===== src/hdl/rx_capture_pkg.sv =====
`default_nettype none

package rx_capture_pkg;

   localparam int NUM_CHAN = 2;
   typedef logic [0:0] chan_t;

   // Settings map, one window per channel
   localparam int SET_BASE   = 160;
   localparam int SET_STRIDE = 4;
   localparam int OFS_TIME   = 0;
   localparam int OFS_CMD    = 1;
   localparam int OFS_CLEAR  = 2;

   typedef logic [7:0]  set_addr_t;
   typedef logic [31:0] set_data_t;
   typedef logic [31:0] time_t;
   typedef logic [31:0] sample_t;
   typedef logic [20:0] line_count_t;
   typedef logic [8:0]  frame_count_t;

   localparam int CMD_DEPTH = 4;
   localparam int CMD_AW    = $clog2(CMD_DEPTH);
   typedef logic [CMD_AW:0] cmd_level_t;

   localparam int LINE_AW    = 5;
   localparam int LINE_DEPTH = 2 ** LINE_AW;
   typedef logic [LINE_AW:0] level_t;

   // Upper half is the command word as written on the bus
   typedef struct packed {
      logic         send_imm;
      logic         chain;
      line_count_t  numlines;
      frame_count_t lines_per_frame;
      time_t        rcvtime;
   } rx_cmd_t;

   typedef struct packed {
      logic    sop;
      logic    eop;
      sample_t data;
   } rx_line_t;

   typedef struct packed {
      chan_t   chan;
      logic    sop;
      logic    eop;
      sample_t data;
   } rx_word_t;

   typedef enum logic [2:0] {IDLE, WAITING, FIRSTLINE, RUNNING, OVERRUN} ibs_state_t;

endpackage

`default_nettype wire


===== src/hdl/setting_decode.sv =====
`timescale 1ns/100ps
`default_nettype none

module setting_decode
(
   input  wire logic                                  clk,
   input  wire logic                                  rst,
   input  wire logic                                  set_stb_i,
   input  wire rx_capture_pkg::set_addr_t             set_addr_i,
   input  wire rx_capture_pkg::set_data_t             set_data_i,
   output rx_capture_pkg::rx_cmd_t                    cmd_o,
   output logic [rx_capture_pkg::NUM_CHAN-1:0]        cmd_push_o,
   output logic [rx_capture_pkg::NUM_CHAN-1:0]        clear_o
);

   rx_capture_pkg::time_t                 time_q [rx_capture_pkg::NUM_CHAN];
   logic [rx_capture_pkg::NUM_CHAN-1:0]   hit_time;
   logic [rx_capture_pkg::NUM_CHAN-1:0]   hit_cmd;
   logic [rx_capture_pkg::NUM_CHAN-1:0]   hit_clear;

   function automatic logic addr_hit(input int chan, input int ofs,
                                     input rx_capture_pkg::set_addr_t addr);
      return addr == rx_capture_pkg::set_addr_t'(rx_capture_pkg::SET_BASE +
                     chan * rx_capture_pkg::SET_STRIDE + ofs);
   endfunction

   always_comb
   begin
      for (int c = 0; c < rx_capture_pkg::NUM_CHAN; c++)
      begin
         hit_time[c]  = set_stb_i && addr_hit(c, rx_capture_pkg::OFS_TIME, set_addr_i);
         hit_cmd[c]   = set_stb_i && addr_hit(c, rx_capture_pkg::OFS_CMD, set_addr_i);
         hit_clear[c] = set_stb_i && addr_hit(c, rx_capture_pkg::OFS_CLEAR, set_addr_i);
      end
   end

   // Stored time joins the command word on a command write
   always_ff @(posedge clk)
   begin
      for (int c = 0; c < rx_capture_pkg::NUM_CHAN; c++)
      begin
         if (hit_time[c])
            time_q[c] <= set_data_i;
         if (hit_cmd[c])
            cmd_o <= rx_capture_pkg::rx_cmd_t'({set_data_i, time_q[c]});
      end
   end

   always_ff @(posedge clk)
   begin
      if (rst)
      begin
         cmd_push_o <= '0;
         clear_o    <= '0;
      end
      else
      begin
         cmd_push_o <= hit_cmd;   // One cycle pulses
         clear_o    <= hit_clear;
      end
   end

endmodule

`default_nettype wire


===== config.mk =====
export PLATFORM = sky130hd
export DESIGN_NAME = setting_decode
export DESIGN_NICKNAME = d
export VERILOG_FILES = /design/src/hdl/rx_capture_pkg.sv /design/src/hdl/setting_decode.sv
export SDC_FILE = /design/constraint.sdc
export NUM_CORES = 1
export LEC_CHECK = 0
export ABC_AREA = 1
export BUFFER_PORTS_ARGS = -buffer_cell sky130_fd_sc_hd__buf_2
export CAP_MARGIN = 20
export CORE_MARGIN = 5
export CORE_UTILIZATION = 55
export CTS_CLUSTER_SIZE = 28
export DETAILED_ROUTE_END_ITERATION = 8
export PLACE_DENSITY = 0.84
export SYNTH_ARGS = -nofsm -noshare
export SYNTH_HDL_FRONTEND = slang
export SYNTH_SLANG_ARGS = --single-unit

===== constraint.sdc =====
create_clock -name clk -period 5.19 [get_ports clk]
set_clock_uncertainty 0.1 [all_clocks]
set_input_delay 1.038 -clock clk [delete_from_list [all_inputs] [get_ports clk]]
set_output_delay 1.038 -clock clk [all_outputs]
set_load 0.03 [all_outputs]

==> impl_metrics.toml, run 1 <==
[sta]
relSlewSlack_pct = 36.81
setup_viol = 0
max_freq_mhz = 303.4
setup_tns_ns = 0
rsz0062_at_grt = "false"
worst_pin_slew_ns = 0.9456
drv_slew = 0
final.min_clock_period_ns = 3.296
finalCritPeriodShare_pct = 63.51
final_hold_viol_count = 0
fin_ws_ns = 1.894

[placement]
place_congestion = 0.7348
hpwl_um = 5128
postPlaceCellArea_um2 = 5230
preCtsSetupSlack_ns = 1.345
io_buffers = 110

[synthesis]
synth_xor_area_share_pct = 0
synth_top_family_by_area = "simple AND/OR/NAND/NOR gates"
yosysWarnings = 0
synth_area_per_cell_um2 = 17.17
postSynthCellCount = 268
ys_top_cells_by_area = "edfxtp_1 84%, nand2_1 5.5%, nand3_1 3.4%"
synth_top_area_share_pct = 83.55
synth_compound_area_share_pct = 0
synth-async-reset-ratio_pct = 0
syn_area_um2 = 4601
synth_flop_cell = "edfxtp_1"
yosysTopAreaCell = "edfxtp_1"
synth-simple-area-share_pct = 12.21
ys_types = 18
synth_edf_count = 128
yosys.area_share.adder_pct = 0
synthMuxAreaShare_pct = 0
syn-num-nets = 311
ys_seq_area_share_pct = 85.29
synth.most_common_cell = "edfxtp_1"
synth_top_cells_by_count = "128 x edfxtp_1, 67 x nand2_1, 31 x nand3_1"
ys_ff_latch = 132

[detailed_routing]
drt_wl_total_um = 8794
drtAntennaViolNets = 0
drtIter0Drc = 129
drt_drc_violations_left = 0
dr.pass1.iters = 4
routedWlPerCell_um = 17.35
vias_per_cell = 5.079
vias = 2575

[flow_run]
max_cap_viol_count = 0

[pwr]
power.density_nw_per_um2 = 410.2
power_leakage_uw = 0.002258
total_power_uw = 2385
ir_worst_vdd_mv = 0.2283

[floorplan]
die_w_um = 101.5
start_util_pct = 56.27
core_area_um2 = 8175
die-area_um2 = 10290
die_y_um = 101.5
rows = 33
ios = 111

[clocking]
post_cts_buffers = 0
cts_num_sinks = 132
cts_buffers = 17
cts_hold_buf = 0
cts_root_buf = "clkbuf_8"
cts_buffer_depth = 2
clkTransAtPathRegs_ns = 0.06
htreeDepth = 4
cts_tree = "built"
cts_resized = 0
clock_latency_ns = 0.50

[layout]
final_area_um2 = 5814
antenna_cells = 0
drive_above_1_share_pct = 39.05
utilization_pct = 71.12
num-nets-final = 433
area_delta_synth_final_pct = 26.38

[worst_setup_path]
cp-start-kind = "input pin"
crit_start = "set_addr_i[1]"
crit_buf_inv = 3
r2r_slack_ns = 4.27
cp_max_fo = 40
worstPathRequired_ns = 5.26
slowest_delay_ns = 0.85
crit_top_cell = "buf_4"
end_kind = "flop"
cp_slowest_cell = "nand2_2"
crit_chain = "buf_2 > nor2_4 > buf_4 > nand3_4 > nand2_2 > buf_4"
critPathArrivalTime_ns = 3.37
r2r-start = "time_q[0][38]"
worstSetupPathType = "input pin to flop"
critical-path-top-delay-family = "simple AND/OR/NAND/NOR gates"

[min_path]
min_from = "time_q[0][30]"
hold_path.class = "flop to flop"

[global_routing]
grt_pass1_wl_um = 13700
grt-ovfl-total = 0
antenna_found_initial = 1
grt_use_total_pct = 18.13
grt_pass1_vias = 2740
grt_start_max_net_pins = 41

[run_status]
outcome = "finished clean"
-- state kept, by name (all words and copies together), names as in the netlist --
register,flops
cmd_o,64
clear_o,2
time_q,64
cmd_push_o,2
-- worst paths after layout --
check / endpoint / cells after the start
setup / recovery: cmd_o[23] / 6
hold / removal: cmd_o[30] / 2
hold reg to reg: cmd_o[30] / 2
setup reg to reg: cmd_o[6] / 2
-- per-layer routing --
| metal | wire length [um] | vias to the layer above | part of all wire (%) | GRT usage, % |
|---|---|---|---|---|
| met5 | 7 | - | 0.080 | 0 |
| met4 | 161 | 2 | 1.8 | 9.202 |
| met3 | 644 | 14 | 7.3 | 6.129 |
| met2 | 4619 | 111 | 53 | 30.28 |
| met1 | 3362 | 1236 | 38 | 20.89 |
| li1 | - | 1212 | - | - |
-- worst register-to-register path, stage by stage, from the launching register on --
cell and delay (ns):
edfxtp_1 0.39, nand3_1 0.12, nand2_1 0.07
-- report_power, final --
part	leakage (uW)	internal, uW	switching, uW
clock network	0.000282	769	404
logic	0.000793	15.6	28.5
registers	0.00118	1170	0.561
total	0.00226	1950	433
-- cell families after synthesis --
group / after synthesis
flip-flops: 132
AND/OR/NAND/NOR: 119
buffers and inverters: 17
-- cells in the final DEF (no fill, tap or decap) --
master      count
clkinv_1        2
clkbuf_16      16
clkinvlp_4      2
nor2_4          5
nand3_1        31
nor2_2          3
nand2_2         3
nand4_1         1
clkbuf_1        2
dfxtp_1         4
nand3_4         1
inv_2           2
nor2_1          4
clkinv_2        4
nand3_2         3
buf_4           2
buf_2         110
edfxtp_1      128
bufinv_16       4
nand3b_1        1
or2_2           1
nand2_1        66
clkbuf_8        1
inv_1           6
-- through the flow --
| step | instances | hold WS (ns) |
|---|---|---|
| 2_1_floorplan | 268 | 0.3874 |
| 3_3_place_gp | 476 | 0.3899 |
| 3_5_place_dp | 476 | 0.3980 |
| 4_1_cts | 507 | 0.4155 |
| 5_1_grt | 507 | 0.4323 |
| 6_report | 507 | 0.4162 |
-- area by class of cell --
cell class | instances | area [um2]
clock inverters | 12 | 162.7
inverters | 8 | 30.03
clock buffers | 19 | 421.7
flip-flops and latches | 132 | 3924
multi-input cells | 119 | 579.3
well taps | 105 | 131.4
repair buffers | 112 | 565.5
fillers | 534 | 2361
Note: power is estimated with default switching activity, not from simulation.
==> inputs of run 2 (changes only) <==
--- a/config.mk
+++ b/config.mk
@@ -5,14 +5,14 @@
 export SDC_FILE = /design/constraint.sdc
 export NUM_CORES = 1
 export LEC_CHECK = 0
-export ABC_AREA = 1
+export ABC_AREA = 0
 export BUFFER_PORTS_ARGS = -buffer_cell sky130_fd_sc_hd__buf_2
 export CAP_MARGIN = 20
 export CORE_MARGIN = 5
-export CORE_UTILIZATION = 55
+export CORE_UTILIZATION = 52
 export CTS_CLUSTER_SIZE = 28
 export DETAILED_ROUTE_END_ITERATION = 8
-export PLACE_DENSITY = 0.84
+export PLACE_DENSITY = 0.8
 export SYNTH_ARGS = -nofsm -noshare
 export SYNTH_HDL_FRONTEND = slang
 export SYNTH_SLANG_ARGS = --single-unit
==> constraint.sdc (replaced) <==
create_clock -name clk -period 3.4 [get_ports clk]
set_clock_uncertainty 0.1 [all_clocks]
set_input_delay 0.68 -clock clk [delete_from_list [all_inputs] [get_ports clk]]
set_output_delay 0.68 -clock clk [all_outputs]
set_load 0.03 [all_outputs]
==> impl_metrics.toml, run 2 <==
[clocking]
cts_resized = 0
post_cts_buffers = 0
cts_buffer_depth = 2
cts_buffers = 17
htreeDepth = 4
cts_tree = "built"
cts_root_buf = "clkbuf_8"
cts_hold_buf = 0
clkTransAtPathRegs_ns = 0.06
clock_latency_ns = 0.49
cts_num_sinks = 132

[worst_setup_path]
cp_max_fo = 32
crit_start = "set_addr_i[6]"
end_kind = "flop"
critPathArrivalTime_ns = 2.39
worstPathRequired_ns = 3.54
cp-start-kind = "input pin"
cp_slowest_cell = "nand4_4"
slowest_delay_ns = 0.68
r2r-start = "time_q[0][46]"
crit_chain = "buf_2 > and4bb_2 > nand4_4 > mux2_4"
worstSetupPathType = "input pin to flop"

[synthesis]
syn-num-nets = 227
syn_area_um2 = 4546
synth_top_area_share_pct = 84.56
synth-async-reset-ratio_pct = 0
ys_top_cells_by_area = "edfxtp_1 85%, mux2_4 9.9%, dfxtp_1 1.8%"
synth_edf_count = 128
synth_flop_cell = "edfxtp_1"
synth.most_common_cell = "edfxtp_1"
postSynthCellCount = 184
synth_area_per_cell_um2 = 24.70
synth_top_cells_by_count = "128 x edfxtp_1, 30 x mux2_4, 4 x dfxtp_1"
ys_seq_area_share_pct = 86.32
ys_ff_latch = 132
yosysWarnings = 0
yosysTopAreaCell = "edfxtp_1"
ys_types = 17

[detailed_routing]
drt_drc_violations_left = 0
drtIter0Drc = 40
vias_per_cell = 4.860
drtAntennaViolNets = 0
drt_wl_total_um = 7381
routedWlPerCell_um = 16.93
dr.pass1.iters = 4
vias = 2119

[floorplan]
die_w_um = 103.5
rows = 34
die_y_um = 103.5
start_util_pct = 52.64
die-area_um2 = 10710
core_area_um2 = 8636
ios = 111

[global_routing]
grt_use_total_pct = 14.67
antenna_found_initial = 0
grt-ovfl-total = 0
grt_pass1_wl_um = 11260
grt_start_max_net_pins = 45
grt_pass1_vias = 2228

[min_path]
hold_path.class = "input pin to flop"
min_from = "rst"

[pwr]
ir_worst_vdd_mv = 0.4403
total_power_uw = 3614
power.density_nw_per_um2 = 616.3
power_leakage_uw = 0.002278

[layout]
num-nets-final = 358
antenna_cells = 0
layout_common_cells = "128 x edfxtp_1, 110 x buf_2, 30 x mux2_4"
drive_above_1_share_pct = 55.49
final_common_cell = "edfxtp_1"
area_delta_synth_final_pct = 29.01
reg_top3 = "cmd_o (64), time_q (64)"

[flow_run]
max_cap_viol_count = 0

[sta]
setup_viol = 0
max_freq_mhz = 444.3
finalCritPeriodShare_pct = 66.20
rsz0062_at_grt = "false"
final.min_clock_period_ns = 2.251
holdWs_ns = 0.2721
fin_ws_ns = 1.149
relSlewSlack_pct = 42.18
drv_slew = 0
setup_tns_ns = 0
worst_pin_slew_ns = 0.8657
final_hold_viol_count = 0

[placement]
hpwl_um = 4904
preCtsSetupSlack_ns = 0.6151
place_congestion = 0.7102
io_buffers = 110

[run_status]
outcome = "finished clean"
==> run 2: per-layer routing <==
| metal | track usage [%] | wire length, um |
|---|---|---|
| met3 | 5.298 | 533 |
| met5 | 0 | 0 |
| met1 | 17.24 | 2873 |
| met2 | 24.26 | 3924 |
| met4 | 6.574 | 49 |
==> run 2: logic make-up (layout without fill, tap and decap cells) <==
logic type	count (synthesis)	in the layout	synth area share (%)
buffers and inverters	4	148	0.8256
DFF	132	132	86.32
muxes	32	32	10.40
and+or+nand+nor	16	16	2.450
==> run 2: per-stage QoR <==
| stage | cell area, um2 | utilization, % | std cells |
|---|---|---|---|
| global placement | 5270 | 61.03 | 404 |
| floorplan | 4556 | - | 184 |
| finish | 5864 | 67.91 | 436 |
| CTS | 5864 | 67.91 | 436 |
| global route | 5864 | 67.91 | 436 |
| detailed placement | 5270 | 61.03 | 404 |
==> run 2: report_power, final <==
part	internal (uW)	leakage [uW]	switching, uW
clock network	1130	0.000282	656
logic	22.8	0.000813	27.9
registers	1780	0.00118	0.759
==> run 2: cell type report <==
cell class / instances / area, um2
sequential: 132 / 3924
timing repair buffer: 115 / 600.6
clock inverter: 14 / 176.4
inverter: 1 / 3.754
multi-input combinational: 48 / 606.8
fill: 565 / 2771
clock buffer: 18 / 417.9
tap: 108 / 135.1
==> run 2: critical path: cells and delay by family <==
kind / cells / cell delay (ns)
simple gates: 2 / 1.03
mux: 1 / 0.56
buf+inv: 1 / 0.09
==> run 2: final timing paths <==
check | end | slack, ns | cells past startpoint
worst max register to register | cmd_o[14] | 2.40 | 1
worst min-delay path | cmd_push_o[0] | 0.27 | 2
worst min register to register | cmd_o[19] | 0.44 | 1
worst max-delay path | cmd_o[25] | 1.15 | 4
