### src/hdl/rx_capture_pkg.sv
`default_nettype none

package rx_capture_pkg;

   localparam int NUM_CHAN = 2;
   typedef logic [0:0] chan_t;

   // Settings map, one window per channel
   localparam int SET_BASE   = 160;
   localparam int SET_STRIDE = 4;
   localparam int OFS_TIME   = 0;
   localparam int OFS_CMD    = 1;
   localparam int OFS_CLEAR  = 2;

   typedef logic [7:0]  set_addr_t;
   typedef logic [31:0] set_data_t;
   typedef logic [31:0] time_t;
   typedef logic [31:0] sample_t;
   typedef logic [20:0] line_count_t;
   typedef logic [8:0]  frame_count_t;

   localparam int CMD_DEPTH = 4;
   localparam int CMD_AW    = $clog2(CMD_DEPTH);
   typedef logic [CMD_AW:0] cmd_level_t;

   localparam int LINE_AW    = 5;
   localparam int LINE_DEPTH = 2 ** LINE_AW;
   typedef logic [LINE_AW:0] level_t;

   // Upper half is the command word as written on the bus
   typedef struct packed {
      logic         send_imm;
      logic         chain;
      line_count_t  numlines;
      frame_count_t lines_per_frame;
      time_t        rcvtime;
   } rx_cmd_t;

   typedef struct packed {
      logic    sop;
      logic    eop;
      sample_t data;
   } rx_line_t;

   typedef struct packed {
      chan_t   chan;
      logic    sop;
      logic    eop;
      sample_t data;
   } rx_word_t;

   typedef enum logic [2:0] {IDLE, WAITING, FIRSTLINE, RUNNING, OVERRUN} ibs_state_t;

endpackage

`default_nettype wire

### src/hdl/rx_line_fifo.sv
`timescale 1ns/100ps
`default_nettype none

module rx_line_fifo
(
   input  wire logic                       clk,
   input  wire logic                       rst,
   input  wire logic                       clear_i,
   input  wire logic                       wr_i,
   input  wire rx_capture_pkg::rx_line_t   din_i,
   output logic                            full_o,
   input  wire logic                       rd_i,
   output rx_capture_pkg::rx_line_t        dout_o,
   output logic                            empty_o,
   output rx_capture_pkg::level_t          level_o
);

   rx_capture_pkg::rx_line_t              mem [rx_capture_pkg::LINE_DEPTH];
   logic [rx_capture_pkg::LINE_AW-1:0]    wr_ptr;
   logic [rx_capture_pkg::LINE_AW-1:0]    rd_ptr;
   rx_capture_pkg::level_t                count;
   logic                                  do_wr;
   logic                                  do_rd;

   assign full_o  = count == rx_capture_pkg::level_t'(rx_capture_pkg::LINE_DEPTH);
   assign empty_o = count == '0;
   assign level_o = count;

   // Overflow and underflow requests are dropped
   assign do_wr = wr_i && !full_o;
   assign do_rd = rd_i && !empty_o;

   assign dout_o = mem[rd_ptr];   // Fall-through head

   always_ff @(posedge clk)
   begin
      if (do_wr)
         mem[wr_ptr] <= din_i;
   end

   always_ff @(posedge clk)
   begin
      if (rst || clear_i)
      begin
         wr_ptr <= '0;
         rd_ptr <= '0;
         count  <= '0;
      end
      else
      begin
         if (do_wr)
            wr_ptr <= wr_ptr + 1'b1;
         if (do_rd)
            rd_ptr <= rd_ptr + 1'b1;
         case ({do_wr, do_rd})
            2'b10:   count <= count + 1'b1;
            2'b01:   count <= count - 1'b1;
            default: count <= count;
         endcase
      end
   end

endmodule

`default_nettype wire

### config.mk
export PLATFORM = sky130hd
export DESIGN_NAME = rx_line_fifo
export DESIGN_NICKNAME = d
export VERILOG_FILES = /design/src/hdl/rx_capture_pkg.sv /design/src/hdl/rx_line_fifo.sv
export SDC_FILE = /design/constraint.sdc
export NUM_CORES = 1
export LEC_CHECK = 0
export BUFFER_PORTS_ARGS = -buffer_cell sky130_fd_sc_hd__buf_4
export CORE_MARGIN = 3
export CORE_UTILIZATION = 33
export CTS_CLUSTER_DIAMETER = 50
export DETAILED_ROUTE_END_ITERATION = 16
export PLACE_DENSITY = 0.43
export SLEW_MARGIN = 20
export SYNTH_ARGS = -nofsm -noshare
export SYNTH_HDL_FRONTEND = slang
export SYNTH_SLANG_ARGS = --single-unit
### constraint.sdc
create_clock -name clk -period 3.65 [get_ports clk]
set_input_delay 0.5475 -clock clk [delete_from_list [all_inputs] [get_ports clk]]
set_output_delay 0.5475 -clock clk [all_outputs]
set_load 0.1 [all_outputs]
==> summary.md, run 1 <==
| Metric | Value |
|---|---|
| HPWL after detailed placement | 62,300 µm |
| Initial core utilization | 0.335 |
| DRT iter0 DRCs | 1,731 |
| IO Pins | 81 |
| Vias in the first global route | 23,166 |
| Post-route minimum period | 3.68 ns |
| Setup TNS | -0.111 ns |
| Final-report hold violation count | 0 |
| Die Wd | 367 µm |
| Clock Skew | 0.0215 ns |
| Final nets | 2,501 |
| Port bufs | 80 |
| DRC viols | 0 |
| Static Leak | 16.6 nW |
| Post-Syn Instances | 2,168 |
| Final Cell Area | 0.0528 mm² |
| Fill cell count | 11,408 |
| Endpoints failing setup | 7 |
| Syn_area_per_cell | 19.9 µm² |
| H-tree Lvls | 4 |
| Yosys reg bits | 1,109 |
| Crit Path Max Fanout | 13 |
| Pwr per Cell Area | 535 mW/mm² |
| Distinct cells, synth | 51 |
| Core area | 0.129 mm² |
| GRT overflow | 0 |
| Critical Path RT | 3.10 ns |
| Routed wire per std cell | 28.5 µm |
| Failing checks | negative setup slack |
| Worst Setup Path Type | reg2out |
| Vias/cell | 5.18 |
| Placed Area | 0.0469 mm² |
| Max-slew headroom | 0.312 |
| Area delta synth->final | 22.6% |
| Met1 Resource Use GR | 0.240 |
| Vias | 22,197 |
| Post-route non-filler standard cell count | 4,286 |
| FP Rows | 131 |
| ANT nets after route | 0 |
| Pins over their slew limit | 0 |
| Synth Cell Area | 0.0431 mm² |
| Total GRT Usage | 0.177 |
| CTS clock-pin slew for the worst setup and hold paths | 0.05 ns |
| Ys flop type | edfxtp_1 |
| Max-cap violations | 0 |
| Gpl congestion | 0.727 |
| Placed Instances | 3,975 |
| Yosys synthesis warning count | 0 |
| Sequential fraction of the synthesis area | 0.768 |
| Hold Path Class | in2reg |
| Pre-antenna DRT Iters | 5 |
| Status | finished, violations left |
| CTS root buffer | clkbuf_16 |
| Initial antenna violation count | 0 |
| Synthesized netlist net count | 2,215 |
| Post-Route WL | 122,000 µm |
| Met3 Resource Use GR | 0.0280 |
| Fmax | 271 MHz |
| Skew-Pair Late Insertion Delay | 0.75 ns |
| CTS tree | done |
| GRT Max-Usage Layer | met2 |
| RSZ-0062 raised after global routing | true |
| Design Power | 28.3 mW |
| Commonest non-fill, non-tap cell in the layout | edfxtp_1 |
| Global-route wire length before repair | 171,000 µm |
| Die area | 0.135 mm² |
| Grt met2 use | 0.297 |
| Pin count of the biggest net entering global routing | 63 |
| Clock sinks | 1,109 |
| CP Data Arrival Time | 3.14 ns |
| Register Area | 0.0331 mm² |
| Peak supply drop | 473 µV |
| Post-synth ARST share | 0 |
| Commonest cells after routing, fill and taps aside | edfxtp_1, mux2_2, buf_4 |
| Period utilisation layout | 1.01 |
| Layout cell share with drive strength beyond 1 | 0.341 |
| Deepest clock path buffer count | 3 |
| Multi-input gate area | 0.00965 mm² |
| Startpoint Class | flip-flop |
| Die H | 367 µm |
| N_diodes | 0 |
| Slew @ Worst Pin | 1.03 ns |
| Final setup margin | -0.0344 ns |
| Cts bufs inserted | 135 |
| Fin Hold WS | 0.119 ns |
| Worst setup EP type | output pin |
| Post-synth EDFFs | 1,088 |
[state kept, by name, indices dropped and copies added (netlist names), named ones only]
name	count
mem	1088
rd_ptr	5
wr_ptr	5
level_o	6
[cell families (layout without fill, tap and decap cells)]
kind of cell / Yosys count / count (layout) / share of synthesized area
xor gates and xnor gates: 9 / 9 / 0.00183
adders and majority gates: 8 / 8 / 0.00232
AOI/OAI and AO/OA: 293 / 293 / 0.0472
buffers and inverters: 136 / 525 / 0.0173
and+or+nand+nor: 268 / 268 / 0.0348
muxes: 345 / 345 / 0.129
DFF: 1109 / 1109 / 0.768
[layer usage]
metal,share of wire,vias up
met2,0.50,413
met4,0.020,0
met1,0.45,12045
met5,0,-
met3,0.032,155
li1,-,9584
[synthesized netlist by cell type, drive strengths merged, types with 14 or more instances]
master,count,area [µm²]
edfxtp,1088,32700
mux2,204,2300
mux4,136,3200
clkbuf,76,289
nor3,71,355
o21ai,71,355
nor2b,69,432
a211oi,68,510
a22o,68,596
o22ai,68,425
buf,49,399
nor2,46,173
or4,35,263
dfxtp,21,420
nand2,14,52.6
[critical path, stage by stage (launching register included)]
cell,delay [ns]
dfxtp_4,0.42
buf_16,0.19
clkbuf_16,0.21
mux4_1,0.54
a22o_1,0.19
or4_1,0.56
buf_6,0.21
[worst paths after layout]
| kind | start | endpoint | slack (ns) | cells past startpoint |
|---|---|---|---|---|
| max | flip-flop | dout_o[20] | -0.03 | 6 |
| min | rst | level_o[3] | 0.12 | 3 |
| min reg2reg | wr_ptr[1] | wr_ptr[1] | 0.53 | 2 |
| max reg2reg | level_o[2] | level_o[2] | 0.53 | 10 |
[report_power, final]
group          leakage [nW]  total [mW]  internal, mW  switching (mW)
registers              9.97        14.0          14.0          0.0151
logic                  4.53        1.25         0.457           0.795
clock network          2.08        13.0          7.78            5.19
total                  16.6        28.3          22.3            6.00
[per-stage QoR]
| step | worst slack, ns | utilization |
|---|---|---|
| 3_5_place_dp | 0.495 | 0.364 |
| 2_1_floorplan | -0.496 | - |
| 6_report | -0.0344 | 0.410 |
| 4_1_cts | -0.128 | 0.406 |
| 3_3_place_gp | 0.497 | 0.364 |
| 5_1_grt | -0.112 | 0.410 |
[timing repair]
item	CTS	global route
hold buffers	0	0
setup endpoints to repair	34	33
cloned	4	12
buffers inserted	24	32
pin swaps	12	21
resized for setup	142	43
[cell type report]
cell class | count | share of cell area
Timing Repair Buffer | 277 | 0.0673
Clock inverter | 77 | 0.0139
Sequential cell | 1109 | 0.627
Clock buffer | 163 | 0.0678
Inverter | 8 | 0.000569
Tap cell | 1729 | 0.0410
Multi-Input combinational cell | 923 | 0.183
Note: power is estimated with default switching activity, not from simulation.
==> run 2, diff against run 1 <==
- BUFFER_PORTS_ARGS: -buffer_cell sky130_fd_sc_hd__buf_4 -> unset
- DONT_BUFFER_PORTS: unset -> 1
==> run 2 against run 1 <==
Against the previous run: the run still ends with negative setup slack left; hold slack lost 0.026 ns; final cell count grew 0.65%; global-route usage increased by 1.2 points; highest routed layer is now met5.
==> summary.md, run 2 (same netlist as run 1, synthesis figures left out) <==
| Metric | Value |
|---|---|
| Final nets | 2,519 |
| CTS tree | done |
| Worst R2R End | level_o[2] |
| CP Data Arrival Time | 3.12 ns |
| RSZ-0062 raised after global routing | true |
| Clock share of power | 0.473 |
| IO Pins | 81 |
| Internal | 22.9 mW |
| Pre-antenna DRT Iters | 5 |
| Commonest non-fill, non-tap cell in the layout | edfxtp_1 |
| Vias in the first global route | 23,341 |
| RR Startpoint | level_o[1] |
| CP max stage delay | 0.59 ns |
| Vias | 22,655 |
| H-tree Lvls | 4 |
| Post-Route WL | 131,000 µm |
| Largest register by flop count | mem |
| Pwr per Cell Area | 539 mW/mm² |
| Period utilisation layout | 1.00 |
| Hold path depth | 1 |
| Skew-Pair Late Insertion Delay | 0.74 ns |
| Failing checks | negative setup slack |
| Post-layout util | 0.420 |
| Layout cell share with drive strength beyond 1 | 0.360 |
| Clock Skew | 0.0322 ns |
| R2R depth | 10 |
| Max-slew headroom | 0.215 |
| FP Rows | 131 |
| Die H | 367 µm |
| DRT iter0 DRCs | 2,002 |
| HPWL after detailed placement | 65,200 µm |
| Final setup margin | -0.0140 ns |
| Flop pwr share | 0.482 |
| Crit-path cells | buf_12, buf_12, buf_16, mux4_2, a22o_1, or4_4, buf_12 |
| Area delta synth->final | 25.5% |
| Die area | 0.135 mm² |
| Die Wd | 367 µm |
| Family with the most delay on the worst path | buffers and inverters |
| Gpl congestion | 0.721 |
| Hold Startpoint | din_i[7] |
| Global-route wire length before repair | 180,000 µm |
| Vias/cell | 5.25 |
| Cts bufs inserted | 138 |
| CP most frequent cell | buf_12 |
| Slew @ Worst Pin | 1.17 ns |
| NetSw | 6.21 mW |
| Crit Path Max Fanout | 8 |
| GRT overflow | 0 |
| Comb pwr share | 0.045 |
| Core area | 0.129 mm² |
| Pin count of the biggest net entering global routing | 45 |
| Post-route minimum period | 3.66 ns |
| Critical Path RT | 3.10 ns |
| Port bufs | 0 |
| R2R Setup Slk | 0.32 ns |
| CP bufs+invs | 4 |
| Worst setup EP type | output pin |
| Initial core utilization | 0.335 |
| ANT nets after route | 0 |
| Slowest library cell on the worst path | or4_4 |
| Endpoints failing setup | 1 |
| Startpoint Class | flip-flop |
| Peak supply drop | 524 µV |
| Max-cap violations | 0 |
| CTS root buffer | clkbuf_16 |
| Commonest cells after routing, fill and taps aside | edfxtp_1, mux2_2, clkbuf_16 |
| CTS clock-pin slew for the worst setup and hold paths | 0.06 ns |
| Final-report hold violation count | 0 |
| Pins over their slew limit | 0 |
| Clock sinks | 1,109 |
| Routed wire per std cell | 30.4 µm |
| Total GRT Usage | 0.190 |
| Fmax | 273 MHz |
| Initial antenna violation count | 9 |
| Hold Path Class | in2reg |
| Max reg flops | 1,088 |
| DRC viols | 0 |
| Net Sw Frac | 0.213 |
| Deepest clock path buffer count | 3 |
| Hold worst-path end | mem[24][7] |
| Status | finished, violations left |
| Worst Setup Path Type | reg2out |
| Design Power | 29.1 mW |
| Static Leak | 17.1 nW |
-- run 2: cell count changes in the layout (fill, tap and decap cells not counted), sizes merged --
cell,before,now
buf,267,259
bufbuf,1,2
bufinv,11,15
clkbuf,172,180
clkinvlp,7,9
diode,0,2
dlygate4sd3,0,17
inv,21,22
or2,2,3
-- run 2: final cells by class --
| type | instances | area (µm²) |
|---|---|---|
| Multi-Input combinational cell | 924 | 9900 |
| Fill cell | 11213 | 74600 |
| Tap cell | 1729 | 2160 |
| Clock buffer | 167 | 3740 |
| Inverter | 8 | 30.0 |
| Sequential cell | 1109 | 33100 |
| Clock inverter | 84 | 900 |
| Antenna cell | 2 | 5.00 |
| Timing Repair Buffer | 291 | 4230 |
-- run 2: worst max-delay path by stage --
stage                          start  depth (start not counted)         end
after floorplan           level_o[2]                          4     empty_o
after global placement     flip-flop                          7  dout_o[29]
after detailed placement   flip-flop                          7  dout_o[29]
after CTS                  flip-flop                          9  dout_o[15]
after global routing       flip-flop                          7  dout_o[17]
final                      flip-flop                          7  dout_o[17]
-- run 2: stage by stage --
step	setup TNS [ns]	worst slack (ns)	hold slack, ns	instance area, µm²	instances
floorplan	-0.991	-0.496	0.463	43200	2168
global placement	0	0.339	0.510	46800	3908
finish	-0.0140	-0.0140	0.0930	54100	4314
detailed placement	0	0.312	0.511	46800	3908
global route	-1.02	-0.0974	0.0552	54100	4313
CTS	-1.44	-0.109	0.0350	53600	4284
-- run 2: power by group through the flow --
stage	Sequential (mW)	Combinational, mW	Clock [mW]
CTS	14.0	1.31	14.0
detailed placement	14.3	0.960	0
finish	14.0	1.31	13.8
floorplan	14.3	0.605	0
global placement	14.3	0.958	0
global route	14.0	1.38	14.6
-- run 2: layer usage --
| layer | track usage | vias up | share of wire |
|---|---|---|---|
| li1 | - | 9635 | - |
| met1 | 0.255 | 12207 | 0.43 |
| met2 | 0.323 | 625 | 0.50 |
| met3 | 0.0296 | 184 | 0.045 |
| met4 | 0.0444 | 4 | 0.019 |
| met5 | 0 | - | 0.00018 |
-- run 2: repair_timing --
action | CTS | global route
setup endpoints to repair | 34 | 34
hold buffers | 37 | 0
endpoints found under the hold margin | 1091 | 0
pin swaps | 26 | 26
resized for setup | 139 | 63
cloned | 24 | 12
buffers inserted | 66 | 24
-- run 2: worst register-to-register path: stages, from the launching register on --
cell     delay [ns]
dfxtp_1        0.33
or4_1          0.67
o31ai_2        0.48
inv_1          0.13
ha_1           0.37
xor2_1         0.21
ha_1           0.20
a21oi_1        0.27
xor2_1         0.14
or3_1          0.33
a21oi_1        0.14
