## src/hdl/rx_capture_pkg.sv

```systemverilog
`default_nettype none

package rx_capture_pkg;

   localparam int NUM_CHAN = 2;
   typedef logic [0:0] chan_t;

   // Settings map, one window per channel
   localparam int SET_BASE   = 160;
   localparam int SET_STRIDE = 4;
   localparam int OFS_TIME   = 0;
   localparam int OFS_CMD    = 1;
   localparam int OFS_CLEAR  = 2;

   typedef logic [7:0]  set_addr_t;
   typedef logic [31:0] set_data_t;
   typedef logic [31:0] time_t;
   typedef logic [31:0] sample_t;
   typedef logic [20:0] line_count_t;
   typedef logic [8:0]  frame_count_t;

   localparam int CMD_DEPTH = 4;
   localparam int CMD_AW    = $clog2(CMD_DEPTH);
   typedef logic [CMD_AW:0] cmd_level_t;

   localparam int LINE_AW    = 5;
   localparam int LINE_DEPTH = 2 ** LINE_AW;
   typedef logic [LINE_AW:0] level_t;

   // Upper half is the command word as written on the bus
   typedef struct packed {
      logic         send_imm;
      logic         chain;
      line_count_t  numlines;
      frame_count_t lines_per_frame;
      time_t        rcvtime;
   } rx_cmd_t;

   typedef struct packed {
      logic    sop;
      logic    eop;
      sample_t data;
   } rx_line_t;

   typedef struct packed {
      chan_t   chan;
      logic    sop;
      logic    eop;
      sample_t data;
   } rx_word_t;

   typedef enum logic [2:0] {IDLE, WAITING, FIRSTLINE, RUNNING, OVERRUN} ibs_state_t;

endpackage

`default_nettype wire

```

## src/hdl/rx_stream_ctrl.sv

```systemverilog
`timescale 1ns/100ps
`default_nettype none

module rx_stream_ctrl
(
   input  wire logic                       clk,
   input  wire logic                       rst,
   input  wire logic                       clear_i,
   input  wire rx_capture_pkg::rx_cmd_t    cmd_i,
   input  wire logic                       cmd_push_i,
   input  wire rx_capture_pkg::time_t      master_time_i,
   input  wire rx_capture_pkg::sample_t    sample_i,
   input  wire logic                       strobe_i,
   input  wire logic                       fifo_full_i,
   output logic                            line_wr_o,
   output rx_capture_pkg::rx_line_t        line_o,
   output logic                            run_o,
   output logic                            overrun_o
);

   rx_capture_pkg::rx_cmd_t               cq_mem [rx_capture_pkg::CMD_DEPTH];
   logic [rx_capture_pkg::CMD_AW-1:0]     cq_wr;
   logic [rx_capture_pkg::CMD_AW-1:0]     cq_rd;
   rx_capture_pkg::cmd_level_t            cq_count;
   logic                                  cq_full;
   logic                                  cq_empty;
   logic                                  cq_push;
   logic                                  cq_pop;
   rx_capture_pkg::rx_cmd_t               head;

   rx_capture_pkg::ibs_state_t            state;
   rx_capture_pkg::line_count_t           lines_left;
   rx_capture_pkg::frame_count_t          frame_left;
   rx_capture_pkg::frame_count_t          cur_lpf;
   rx_capture_pkg::time_t                 cur_time;
   logic                                  cur_imm;
   logic                                  cur_chain;

   rx_capture_pkg::time_t                 delta;
   logic                                  go_now;
   logic                                  too_late;
   logic                                  last_line;
   logic                                  last_in_frame;
   logic                                  line_ok;

   assign cq_full  = cq_count == rx_capture_pkg::cmd_level_t'(rx_capture_pkg::CMD_DEPTH);
   assign cq_empty = cq_count == '0;
   assign cq_push  = cmd_push_i && !cq_full;
   assign head     = cq_mem[cq_rd];

   assign last_line     = lines_left == rx_capture_pkg::line_count_t'(1);
   assign last_in_frame = frame_left == rx_capture_pkg::frame_count_t'(1);
   assign line_ok       = (state == rx_capture_pkg::RUNNING) && strobe_i && !fifo_full_i;

   // Load from the queue when idle, or straight on at the end of a chained command
   assign cq_pop = !cq_empty && !clear_i &&
                   ((state == rx_capture_pkg::IDLE) || (line_ok && last_line && cur_chain));

   assign delta    = cur_time - master_time_i;
   assign go_now   = cur_imm || (master_time_i == cur_time);
   assign too_late = delta[31] && !cur_imm;   // Start time already passed

   always_ff @(posedge clk)
   begin
      if (cq_push)
         cq_mem[cq_wr] <= cmd_i;
   end

   always_ff @(posedge clk)
   begin
      if (rst || clear_i)
      begin
         cq_wr    <= '0;
         cq_rd    <= '0;
         cq_count <= '0;
      end
      else
      begin
         if (cq_push)
            cq_wr <= cq_wr + 1'b1;
         if (cq_pop)
            cq_rd <= cq_rd + 1'b1;
         case ({cq_push, cq_pop})
            2'b10:   cq_count <= cq_count + 1'b1;
            2'b01:   cq_count <= cq_count - 1'b1;
            default: cq_count <= cq_count;
         endcase
      end
   end

   always_ff @(posedge clk)
   begin
      if (cq_pop)
      begin
         cur_imm   <= head.send_imm;
         cur_chain <= head.chain;
         cur_lpf   <= head.lines_per_frame;
         cur_time  <= head.rcvtime;
      end
   end

   always_ff @(posedge clk)
   begin
      if (rst || clear_i)
      begin
         lines_left <= '0;
         frame_left <= '0;
      end
      else if (cq_pop)
      begin
         lines_left <= head.numlines;
         frame_left <= head.lines_per_frame;
      end
      else if (line_ok)
      begin
         lines_left <= lines_left - 1'b1;
         frame_left <= last_in_frame ? cur_lpf : frame_left - 1'b1;
      end
   end

   always_ff @(posedge clk)
   begin
      if (rst || clear_i)
         state <= rx_capture_pkg::IDLE;
      else
      begin
         case (state)
            rx_capture_pkg::IDLE:
               if (!cq_empty)
                  state <= rx_capture_pkg::WAITING;
            rx_capture_pkg::WAITING:
               if (go_now)
                  state <= rx_capture_pkg::FIRSTLINE;
               else if (too_late)
                  state <= rx_capture_pkg::OVERRUN;
            rx_capture_pkg::FIRSTLINE:
               if (fifo_full_i || strobe_i)   // No room for a sample before the header
                  state <= rx_capture_pkg::OVERRUN;
               else
                  state <= rx_capture_pkg::RUNNING;
            rx_capture_pkg::RUNNING:
               if (strobe_i && fifo_full_i)
                  state <= rx_capture_pkg::OVERRUN;
               else if (line_ok && last_line)
               begin
                  if (!cur_chain)
                     state <= rx_capture_pkg::IDLE;
                  else if (cq_empty)
                     state <= rx_capture_pkg::OVERRUN;   // Chain broken
                  else
                     state <= rx_capture_pkg::FIRSTLINE;
               end
               else if (line_ok && last_in_frame)
                  state <= rx_capture_pkg::FIRSTLINE;
            rx_capture_pkg::OVERRUN:
               state <= rx_capture_pkg::OVERRUN;   // Sticky until clear
            default:
               state <= rx_capture_pkg::IDLE;
         endcase
      end
   end

   // Header carries the time at which it is written
   always_comb
   begin
      line_o.sop  = state == rx_capture_pkg::FIRSTLINE;
      line_o.eop  = !line_o.sop && (last_line || last_in_frame);
      line_o.data = line_o.sop ? master_time_i : sample_i;
   end

   assign line_wr_o = !fifo_full_i && ((state == rx_capture_pkg::FIRSTLINE) ||
                      ((state == rx_capture_pkg::RUNNING) && strobe_i));

   assign run_o     = (state == rx_capture_pkg::FIRSTLINE) || (state == rx_capture_pkg::RUNNING);
   assign overrun_o = state == rx_capture_pkg::OVERRUN;

endmodule

`default_nettype wire

```

## config.mk

```make
export PLATFORM = sky130hd
export DESIGN_NAME = rx_stream_ctrl
export DESIGN_NICKNAME = d
export VERILOG_FILES = /design/src/hdl/rx_capture_pkg.sv /design/src/hdl/rx_stream_ctrl.sv
export SDC_FILE = /design/constraint.sdc
export NUM_CORES = 1
export LEC_CHECK = 0
export ABC_CLOCK_PERIOD_IN_PS = 7400
export BUFFER_PORTS_ARGS = -buffer_cell sky130_fd_sc_hd__buf_4
export CAP_MARGIN = 40
export CORE_MARGIN = 2
export CORE_UTILIZATION = 51
export CTS_CLUSTER_DIAMETER = 40
export CTS_CLUSTER_SIZE = 12
export DETAILED_ROUTE_END_ITERATION = 10
export HOLD_SLACK_MARGIN = 0.05
export PLACE_DENSITY = 0.73
export REMOVE_ABC_BUFFERS = 1
export SETUP_SLACK_MARGIN = 0.15
export SYNTH_ARGS = -nofsm -noshare
export SYNTH_HDL_FRONTEND = slang
export SYNTH_SLANG_ARGS = --single-unit
```

## constraint.sdc

```tcl
create_clock -name clk -period 7.4 [get_ports clk]
set_clock_uncertainty 0.1 [all_clocks]
set_input_delay 0.37 -clock clk [delete_from_list [all_inputs] [get_ports clk]]
set_output_delay 0.37 -clock clk [all_outputs]
set_load 0.01 [all_outputs]
```

==> impl_metrics.json, run 1 <==
{
  "cts_resized": 0,
  "initial_core_util_pct": 52.1,
  "clock-sinks": 341,
  "path_cells": "or4_4 -> nor4_4 -> nand3_2 -> nor2_1 -> o21ai_4 -> inv_2 -> buf_4 -> ha_1 -> inv_1 -> fa_1 -> xor2_1 -> or3_1 -> a21oi_1",
  "drv_cap": 0,
  "grt_usage_pct": 19.4,
  "cp_max_fo": 54,
  "synth_cells": 875,
  "ys_types": 59,
  "antenna_found_initial": 1,
  "grt_pass1_vias": 8345,
  "hold-path-endpoint": "state[1]",
  "globalplace.congestion": 0.782,
  "hold_viol": 0,
  "path_class": "flop to flop",
  "startpoint_type": "flop",
  "vias": 8219,
  "grt-ovfl-total": 0,
  "fin_util_pct": 66.3,
  "io_pins": 171,
  "dieArea_um2": 29000,
  "synthTopCellsByArea": "edfxtp_1 (64%), mux4_2 (10%), dfxtp_1 (6.0%), ha_1 (3.5%), nand2_1 (1.6%)",
  "fin_tns_setup_ps": 0,
  "critical-path-slowest-cell": "buf_4",
  "via_per_inst": 5.38,
  "synthArstFlopShare_pct": 0,
  "hold_path_class": "input pin to flop",
  "p_per_area_nw_per_um2": 254,
  "core_um2": 27100,
  "setup_viol": 0,
  "netlist_area_um2": 14100,
  "yosysTopAreaCell": "edfxtp_1",
  "nets": 1298,
  "rsz0062_at_grt": "no",
  "relSlewSlack_pct": 42.1,
  "synth.top_cell.area_share_pct": 63.5,
  "outcome": "finished clean",
  "tritoncts": "built",
  "clkPwrFrac_pct": 45.9,
  "power_switching_w": 0.000927,
  "r2r_cells": 13,
  "critPathMaxStageDelay_ps": 600,
  "place_inst": 1387,
  "synth-seq-cells": 341,
  "crit_path_end_kind": "flop",
  "ys_seq_area_share_pct": 69.5,
  "grt_pass1_wl_um": 43300,
  "grt_max_degree": 55,
  "synth_edf_count": 299,
  "holdCritStartpoint": "fifo_full_i",
  "portBuffers": 170,
  "vdd_drop_max_mv": 0.225,
  "r2r_slack_ps": 3580,
  "worst_pin_slew_ps": 868,
  "synth_warnings": 0,
  "regArea_um2": 9820,
  "combPwrFrac_pct": 6.6,
  "internal_power_w": 0.00364,
  "numCtsBuffers": 42,
  "postRouteAntennaNets": 0,
  "clk_pin_slew_ps": 60,
  "p_seq_share_pct": 47.5,
  "die_w_um": 170,
  "drc": 0,
  "drtPass1Iterations": 5,
  "cts-root-buf": "clkbuf_16",
  "insertion_delay_ps": 520,
  "final.period_utilization_pct": 51.6,
  "placement_rows": 60,
  "drtIter0Drc": 475,
  "instances_no_fill": 1529,
  "crit_arrival_ps": 4160,
  "p_sw_share_pct": 20.3,
  "post_drt_wl_per_cell_um": 18.1,
  "clock_path_buffers": 3,
  "ys.flop_type": "edfxtp_1",
  "critPathRequiredTime_ps": 7740,
  "syn_area_per_cell_um2": 16.1,
  "die_h_um": 170,
  "drt_wl_total_um": 27600,
  "htree_num_levels": 2,
  "yosysMostFrequentCell": "edfxtp_1",
  "period_needed_ps": 3820,
  "leakagePower_nw": 6.50,
  "fillers": 1884,
  "layout-drive-gt1-share_pct": 28.7,
  "area_delta_synth_final_pct": 27.2,
  "hold_depth": 3,
  "multi_input_area_um2": 3970,
  "rr_startpoint": "lines_left[5]",
  "report.final.slew_viol_count": 0,
  "yosys-top-cells-count": "edfxtp_1 (299), mux4_2 (64), nand2_1 (59), nor2_1 (57), inv_1 (49)",
  "fmax_mhz": 262,
  "startpoint": "lines_left[5]",
  "timing.rr.end": "cq_count[2]",
  "dp_hpwl_um": 17200
}
[final cells by class]
type	count	area share [%]
antenna	1	0.0139
clock buffer	55	6.53
clock inverter	22	1.59
inverter	50	1.04
multi-input combinational	445	22.1
sequential	341	54.7
tap	372	2.59
timing repair buffer	243	11.5
[metrics by stage]
step                total power [W]  area [um^2]  hold WS, ps  setup slack [ps]
CTS                         0.00461        18000          169              3560
detailed placement          0.00249        15900          417              3580
global route                0.00472        18000          212              3240
global placement            0.00247        15800          393              3660
finish                      0.00457        18000          191              3580
floorplan                   0.00235        14000          369              3380
[power by group through the flow]
| stage | logic, W | clock network, W | registers [W] |
|---|---|---|---|
| finish | 0.000302 | 0.00210 | 0.00217 |
| global route | 0.000332 | 0.00221 | 0.00218 |
| CTS | 0.000306 | 0.00214 | 0.00217 |
| detailed placement | 0.000275 | 0 | 0.00221 |
| global placement | 0.000263 | 0 | 0.00221 |
| floorplan | 0.000142 | 0 | 0.00221 |
[logic make-up after synthesis]
| kind of cell | after synthesis | synth area share [%] |
|---|---|---|
| fa+ha+maj | 41 | 3.68 |
| buf+inv | 89 | 2.54 |
| simple gates | 182 | 6.41 |
| xor+xnor | 28 | 1.74 |
| compound gates | 126 | 5.64 |
| mux | 68 | 10.5 |
| flops | 341 | 69.5 |
[state kept, by name (all words and copies together) (netlist names), named ones only]
register and cells:
cur_imm 1, lines_left 21, cur_lpf 9, cq_wr 2
cq_mem 256, state 3, cur_chain 1, cq_count 3
cur_time 32, cq_rd 2, frame_left 9
[layout by cell type (no fill, tap or decap), types with 29 or more instances in the layout]
cell type / instances
edfxtp_1: 299
buf_4: 174
mux4_2: 64
dlygate4sd3_1: 64
nand2_1: 59
nor2_1: 57
inv_1: 49
clkbuf_16: 45
o21ai_0: 41
ha_1: 40
dfxtp_1: 40
a21oi_1: 31
a211oi_1: 29
[worst max path at each step]
| stage | to | slack (ps) | depth (start not counted) |
|---|---|---|---|
| floorplan | cq_count[2] | 3380 | 12 |
| global placement | cq_count[2] | 3660 | 13 |
| detailed placement | cq_count[2] | 3580 | 13 |
| CTS | cq_count[2] | 3560 | 13 |
| global route | cq_count[2] | 3240 | 13 |
| finish | cq_count[2] | 3580 | 13 |
[critical path: cells and delay by family, from the launching register on]
family	cells	cell delay, ps
xor gates and xnor gates	1	160
adders and majority gates	2	680
buffers and inverters	3	710
AOI/OAI and AO/OA	2	210
and+or+nand+nor	5	1510
DFF	1	340
[timing repair]
| action | 4_1_cts | 5_1_grt |
|---|---|---|
| hold buffers | 64 | 0 |
| hold endpoints to repair | 256 | 0 |
| buffers inserted | 0 | 0 |
| endpoints found under the setup margin | 0 | 0 |
[per-layer routing]
layer	global-route usage, %	part of all wire (%)	up-vias
met1	25.5	43	4027
met4	6.09	1.9	0
li1	-	-	3894
met5	0	0	-
met2	33.6	49	254
met3	2.93	5.5	44
No activity file was read; power rests on OpenSTA's default activity.
==> run 2, diff against run 1 <==
--- a/config.mk
+++ b/config.mk
@@ -5,7 +5,8 @@
 export SDC_FILE = /design/constraint.sdc
 export NUM_CORES = 1
 export LEC_CHECK = 0
-export ABC_CLOCK_PERIOD_IN_PS = 7400
+export ABC_AREA = 1
+export ABC_CLOCK_PERIOD_IN_PS = 3700
 export BUFFER_PORTS_ARGS = -buffer_cell sky130_fd_sc_hd__buf_4
 export CAP_MARGIN = 40
 export CORE_MARGIN = 2
==> constraint.sdc (replaced) <==
create_clock -name clk -period 3.7 [get_ports clk]
set_clock_uncertainty 0.1 [all_clocks]
set_input_delay 0.185 -clock clk [delete_from_list [all_inputs] [get_ports clk]]
set_output_delay 0.185 -clock clk [all_outputs]
set_load 0.01 [all_outputs]
==> impl_metrics.json, run 2 <==
{
  "place_inst": 1897,
  "ys.flop_type": "edfxtp_1",
  "syn_area_per_cell_um2": 10.7,
  "htree_num_levels": 2,
  "yosysTopAreaCell": "edfxtp_1",
  "synthArstFlopShare_pct": 0,
  "cp_max_fo": 43,
  "layout_common_cells": "edfxtp_1 (299), nor2_1 (236), o21ai_0 (188)",
  "die_h_um": 175,
  "grt_max_degree": 91,
  "numCtsBuffers": 45,
  "startpoint_type": "flop",
  "period_needed_ps": 3060,
  "yosysMostFrequentCell": "edfxtp_1",
  "busiest_layer": "met2",
  "largest_reg_flops": 256,
  "met1_usage_pct": 29.3,
  "drtIter0Drc": 770,
  "final.period_utilization_pct": 82.8,
  "dpl-instance-area_um2": 16600,
  "synth_warnings": 0,
  "holdCritStartpoint": "cmd_push_i",
  "cts_resized": 0,
  "grt-ovfl-total": 0,
  "netlist_area_um2": 14900,
  "leakagePower_nw": 7.59,
  "clk_pin_slew_ps": 60,
  "yosys-top-cells-count": "edfxtp_1 (299), nor2_1 (240), o21ai_0 (188), nand2_1 (183), inv_1 (121)",
  "vdd_drop_max_mv": 0.352,
  "final_common_cell": "edfxtp_1",
  "layout-drive-gt1-share_pct": 17.2,
  "internal_power_w": 0.00745,
  "synth_xor_area_share_pct": 1.41,
  "p_per_area_nw_per_um2": 507,
  "nets": 1801,
  "synthTopCellsByArea": "edfxtp_1 (60%), o21ai_0 (6.3%), nor2_1 (6.1%), dfxtp_1 (5.6%), nand2_1 (4.6%)",
  "synthAdderAreaFrac_pct": 3.50,
  "fillers": 2207,
  "antenna_found_initial": 1,
  "final_area_um2": 18800,
  "hold-path-endpoint": "cq_wr[1]",
  "synth-compound-area-share_pct": 10.3,
  "hold_path_class": "input pin to flop",
  "dp_hpwl_um": 21100,
  "clock-sinks": 341,
  "combPwrFrac_pct": 7.7,
  "cts-root-buf": "clkbuf_16",
  "rsz0062_at_grt": "no",
  "synth_top_family_by_area": "simple AND/OR/NAND/NOR gates",
  "synth-simple-area-share_pct": 13.8,
  "grt_pass1_vias": 10930,
  "drt_wl_total_um": 34600,
  "met2_usage_pct": 38.7,
  "placement_rows": 62,
  "critPathRequiredTime_ps": 4010,
  "path_class": "flop to flop",
  "fmax_mhz": 326,
  "use_met3_pct": 3.13,
  "die_w_um": 175,
  "ys_types": 34,
  "timing.rr.end": "cq_count[2]",
  "via_per_inst": 5.30,
  "postRouteAntennaNets": 0,
  "relSlewSlack_pct": 39.2,
  "worst_pin_slew_ps": 912,
  "synth_cells": 1388,
  "insertion_delay_ps": 540,
  "synth_mux_area_share_pct": 0,
  "grt_pass1_wl_um": 54800,
  "rr_startpoint": "lines_left[1]",
  "drc": 0,
  "core_um2": 28700,
  "reg_top3": "cq_mem (256), cur_time (32), lines_left (21)",
  "r2r_slack_ps": 640,
  "synth-seq-cells": 341,
  "grt_usage_pct": 22.8,
  "crit_arrival_ps": 3380,
  "hold_depth": 4,
  "top_register": "cq_mem",
  "post_drt_wl_per_cell_um": 16.9,
  "synth.top_cell.area_share_pct": 60.3,
  "io_pins": 171,
  "hold_viol": 0,
  "globalplace.congestion": 0.862,
  "p_seq_share_pct": 45.7,
  "crit_path_end_kind": "flop",
  "synth_edf_count": 299,
  "report.final.slew_viol_count": 0,
  "clock_path_buffers": 3,
  "dieArea_um2": 30600,
  "clkPwrFrac_pct": 46.6,
  "r2r_cells": 17,
  "setup_viol": 0,
  "p_sw_share_pct": 21.8,
  "instances_no_fill": 2044,
  "area_delta_synth_final_pct": 26.2,
  "portBuffers": 170,
  "drv_cap": 0,
  "initial_core_util_pct": 51.9,
  "tritoncts": "built",
  "outcome": "finished clean",
  "power_switching_w": 0.00208,
  "drtPass1Iterations": 5,
  "vias": 10832,
  "ys_seq_area_share_pct": 65.9
}
-- run 2: cell types whose count changed in the layout (fill, tap and decap cells not counted), sizes merged, moves of 29 or more --
cell	change
nor2	+187
o21ai	+150
nand2	+128
inv	+76
mux4	-64
o22ai	+64
nand3	+41
a211oi	-29
-- run 2: how the worst max path moves through the flow --
| stage | from | endpoint | slack [ps] | depth (start not counted) |
|---|---|---|---|---|
| finish | lines_left[1] | cq_count[2] | 640 | 17 |
| global route | lines_left[1] | frame_left[6] | 390 | 15 |
| CTS | lines_left[1] | lines_left[5] | 680 | 15 |
| detailed placement | lines_left[1] | frame_left[6] | 750 | 15 |
| global placement | lines_left[1] | cq_count[2] | 860 | 17 |
| floorplan | flop | lines_left[19] | -1500 | 6 |
-- run 2: kinds of logic after synthesis --
logic type	count (synthesis)
AND/OR/NAND/NOR	505
AO/OA/AOI/OAI	289
buffers and inverters	188
adder cells (fa/ha/maj)	41
flip-flops	341
XOR/XNOR	24
-- run 2: layout make-up --
class | instances | area [um^2] | share of cell area, %
Antenna cell | 1 | 2.50 | 0.0133
Clock buffer | 50 | 1190 | 6.32
Clock inverter | 30 | 368 | 1.96
Inverter | 124 | 468 | 2.49
Multi-Input combinational cell | 859 | 4360 | 23.2
Sequential cell | 341 | 9820 | 52.3
Tap cell | 384 | 480 | 2.56
Timing Repair Buffer | 255 | 2100 | 11.2
-- run 2: metal layers --
layer	wire [um]	part of all wire, %	up-vias
met5	0	0	-
met4	1110	3.2	0
met3	2030	5.9	79
met2	17000	49	332
met1	14500	42	5131
li1	-	-	5290
-- run 2: worst max-delay path, stage by stage, from the launching register on --
cell and delay, ps:
dfxtp_1 290, inv_1 100, ha_1 150, nand3_1 110
nor2_1 130, nand2_1 80, nor2_2 180, nand3_1 150
nand2_2 120, nand2_4 290, clkinv_2 130, ha_1 140
inv_1 70, fa_1 370, a21oi_1 140, o21ai_0 110
o21ai_0 180, a21oi_1 70
-- run 2: repair_timing --
action,4_1_cts,5_1_grt
hold buffers,66,0
endpoints found under the setup margin,0,0
hold endpoints to repair,262,0
buffers inserted,0,0
-- run 2: through the flow --
stage | utilization, % | setup TNS (ps) | power [W] | hold slack (ps) | worst slack, ps
6_report | 65.5 | 0 | 0.00953 | 85.0 | 636
2_1_floorplan | - | -129090 | 0.00479 | 184 | -1500
5_1_grt | 65.5 | 0 | 0.00984 | 123 | 389
3_5_place_dp | 57.8 | 0 | 0.00510 | 288 | 752
3_3_place_gp | 57.8 | 0 | 0.00508 | 286 | 865
4_1_cts | 65.5 | 0 | 0.00958 | 77.1 | 681
-- run 2: power by group through the flow --
stage	Clock (W)	Combinational, W	Sequential [W]
floorplan	0	0.000356	0.00443
global placement	0	0.000654	0.00443
detailed placement	0	0.000672	0.00443
CTS	0.00450	0.000735	0.00435
global route	0.00466	0.000820	0.00436
finish	0.00445	0.000735	0.00435
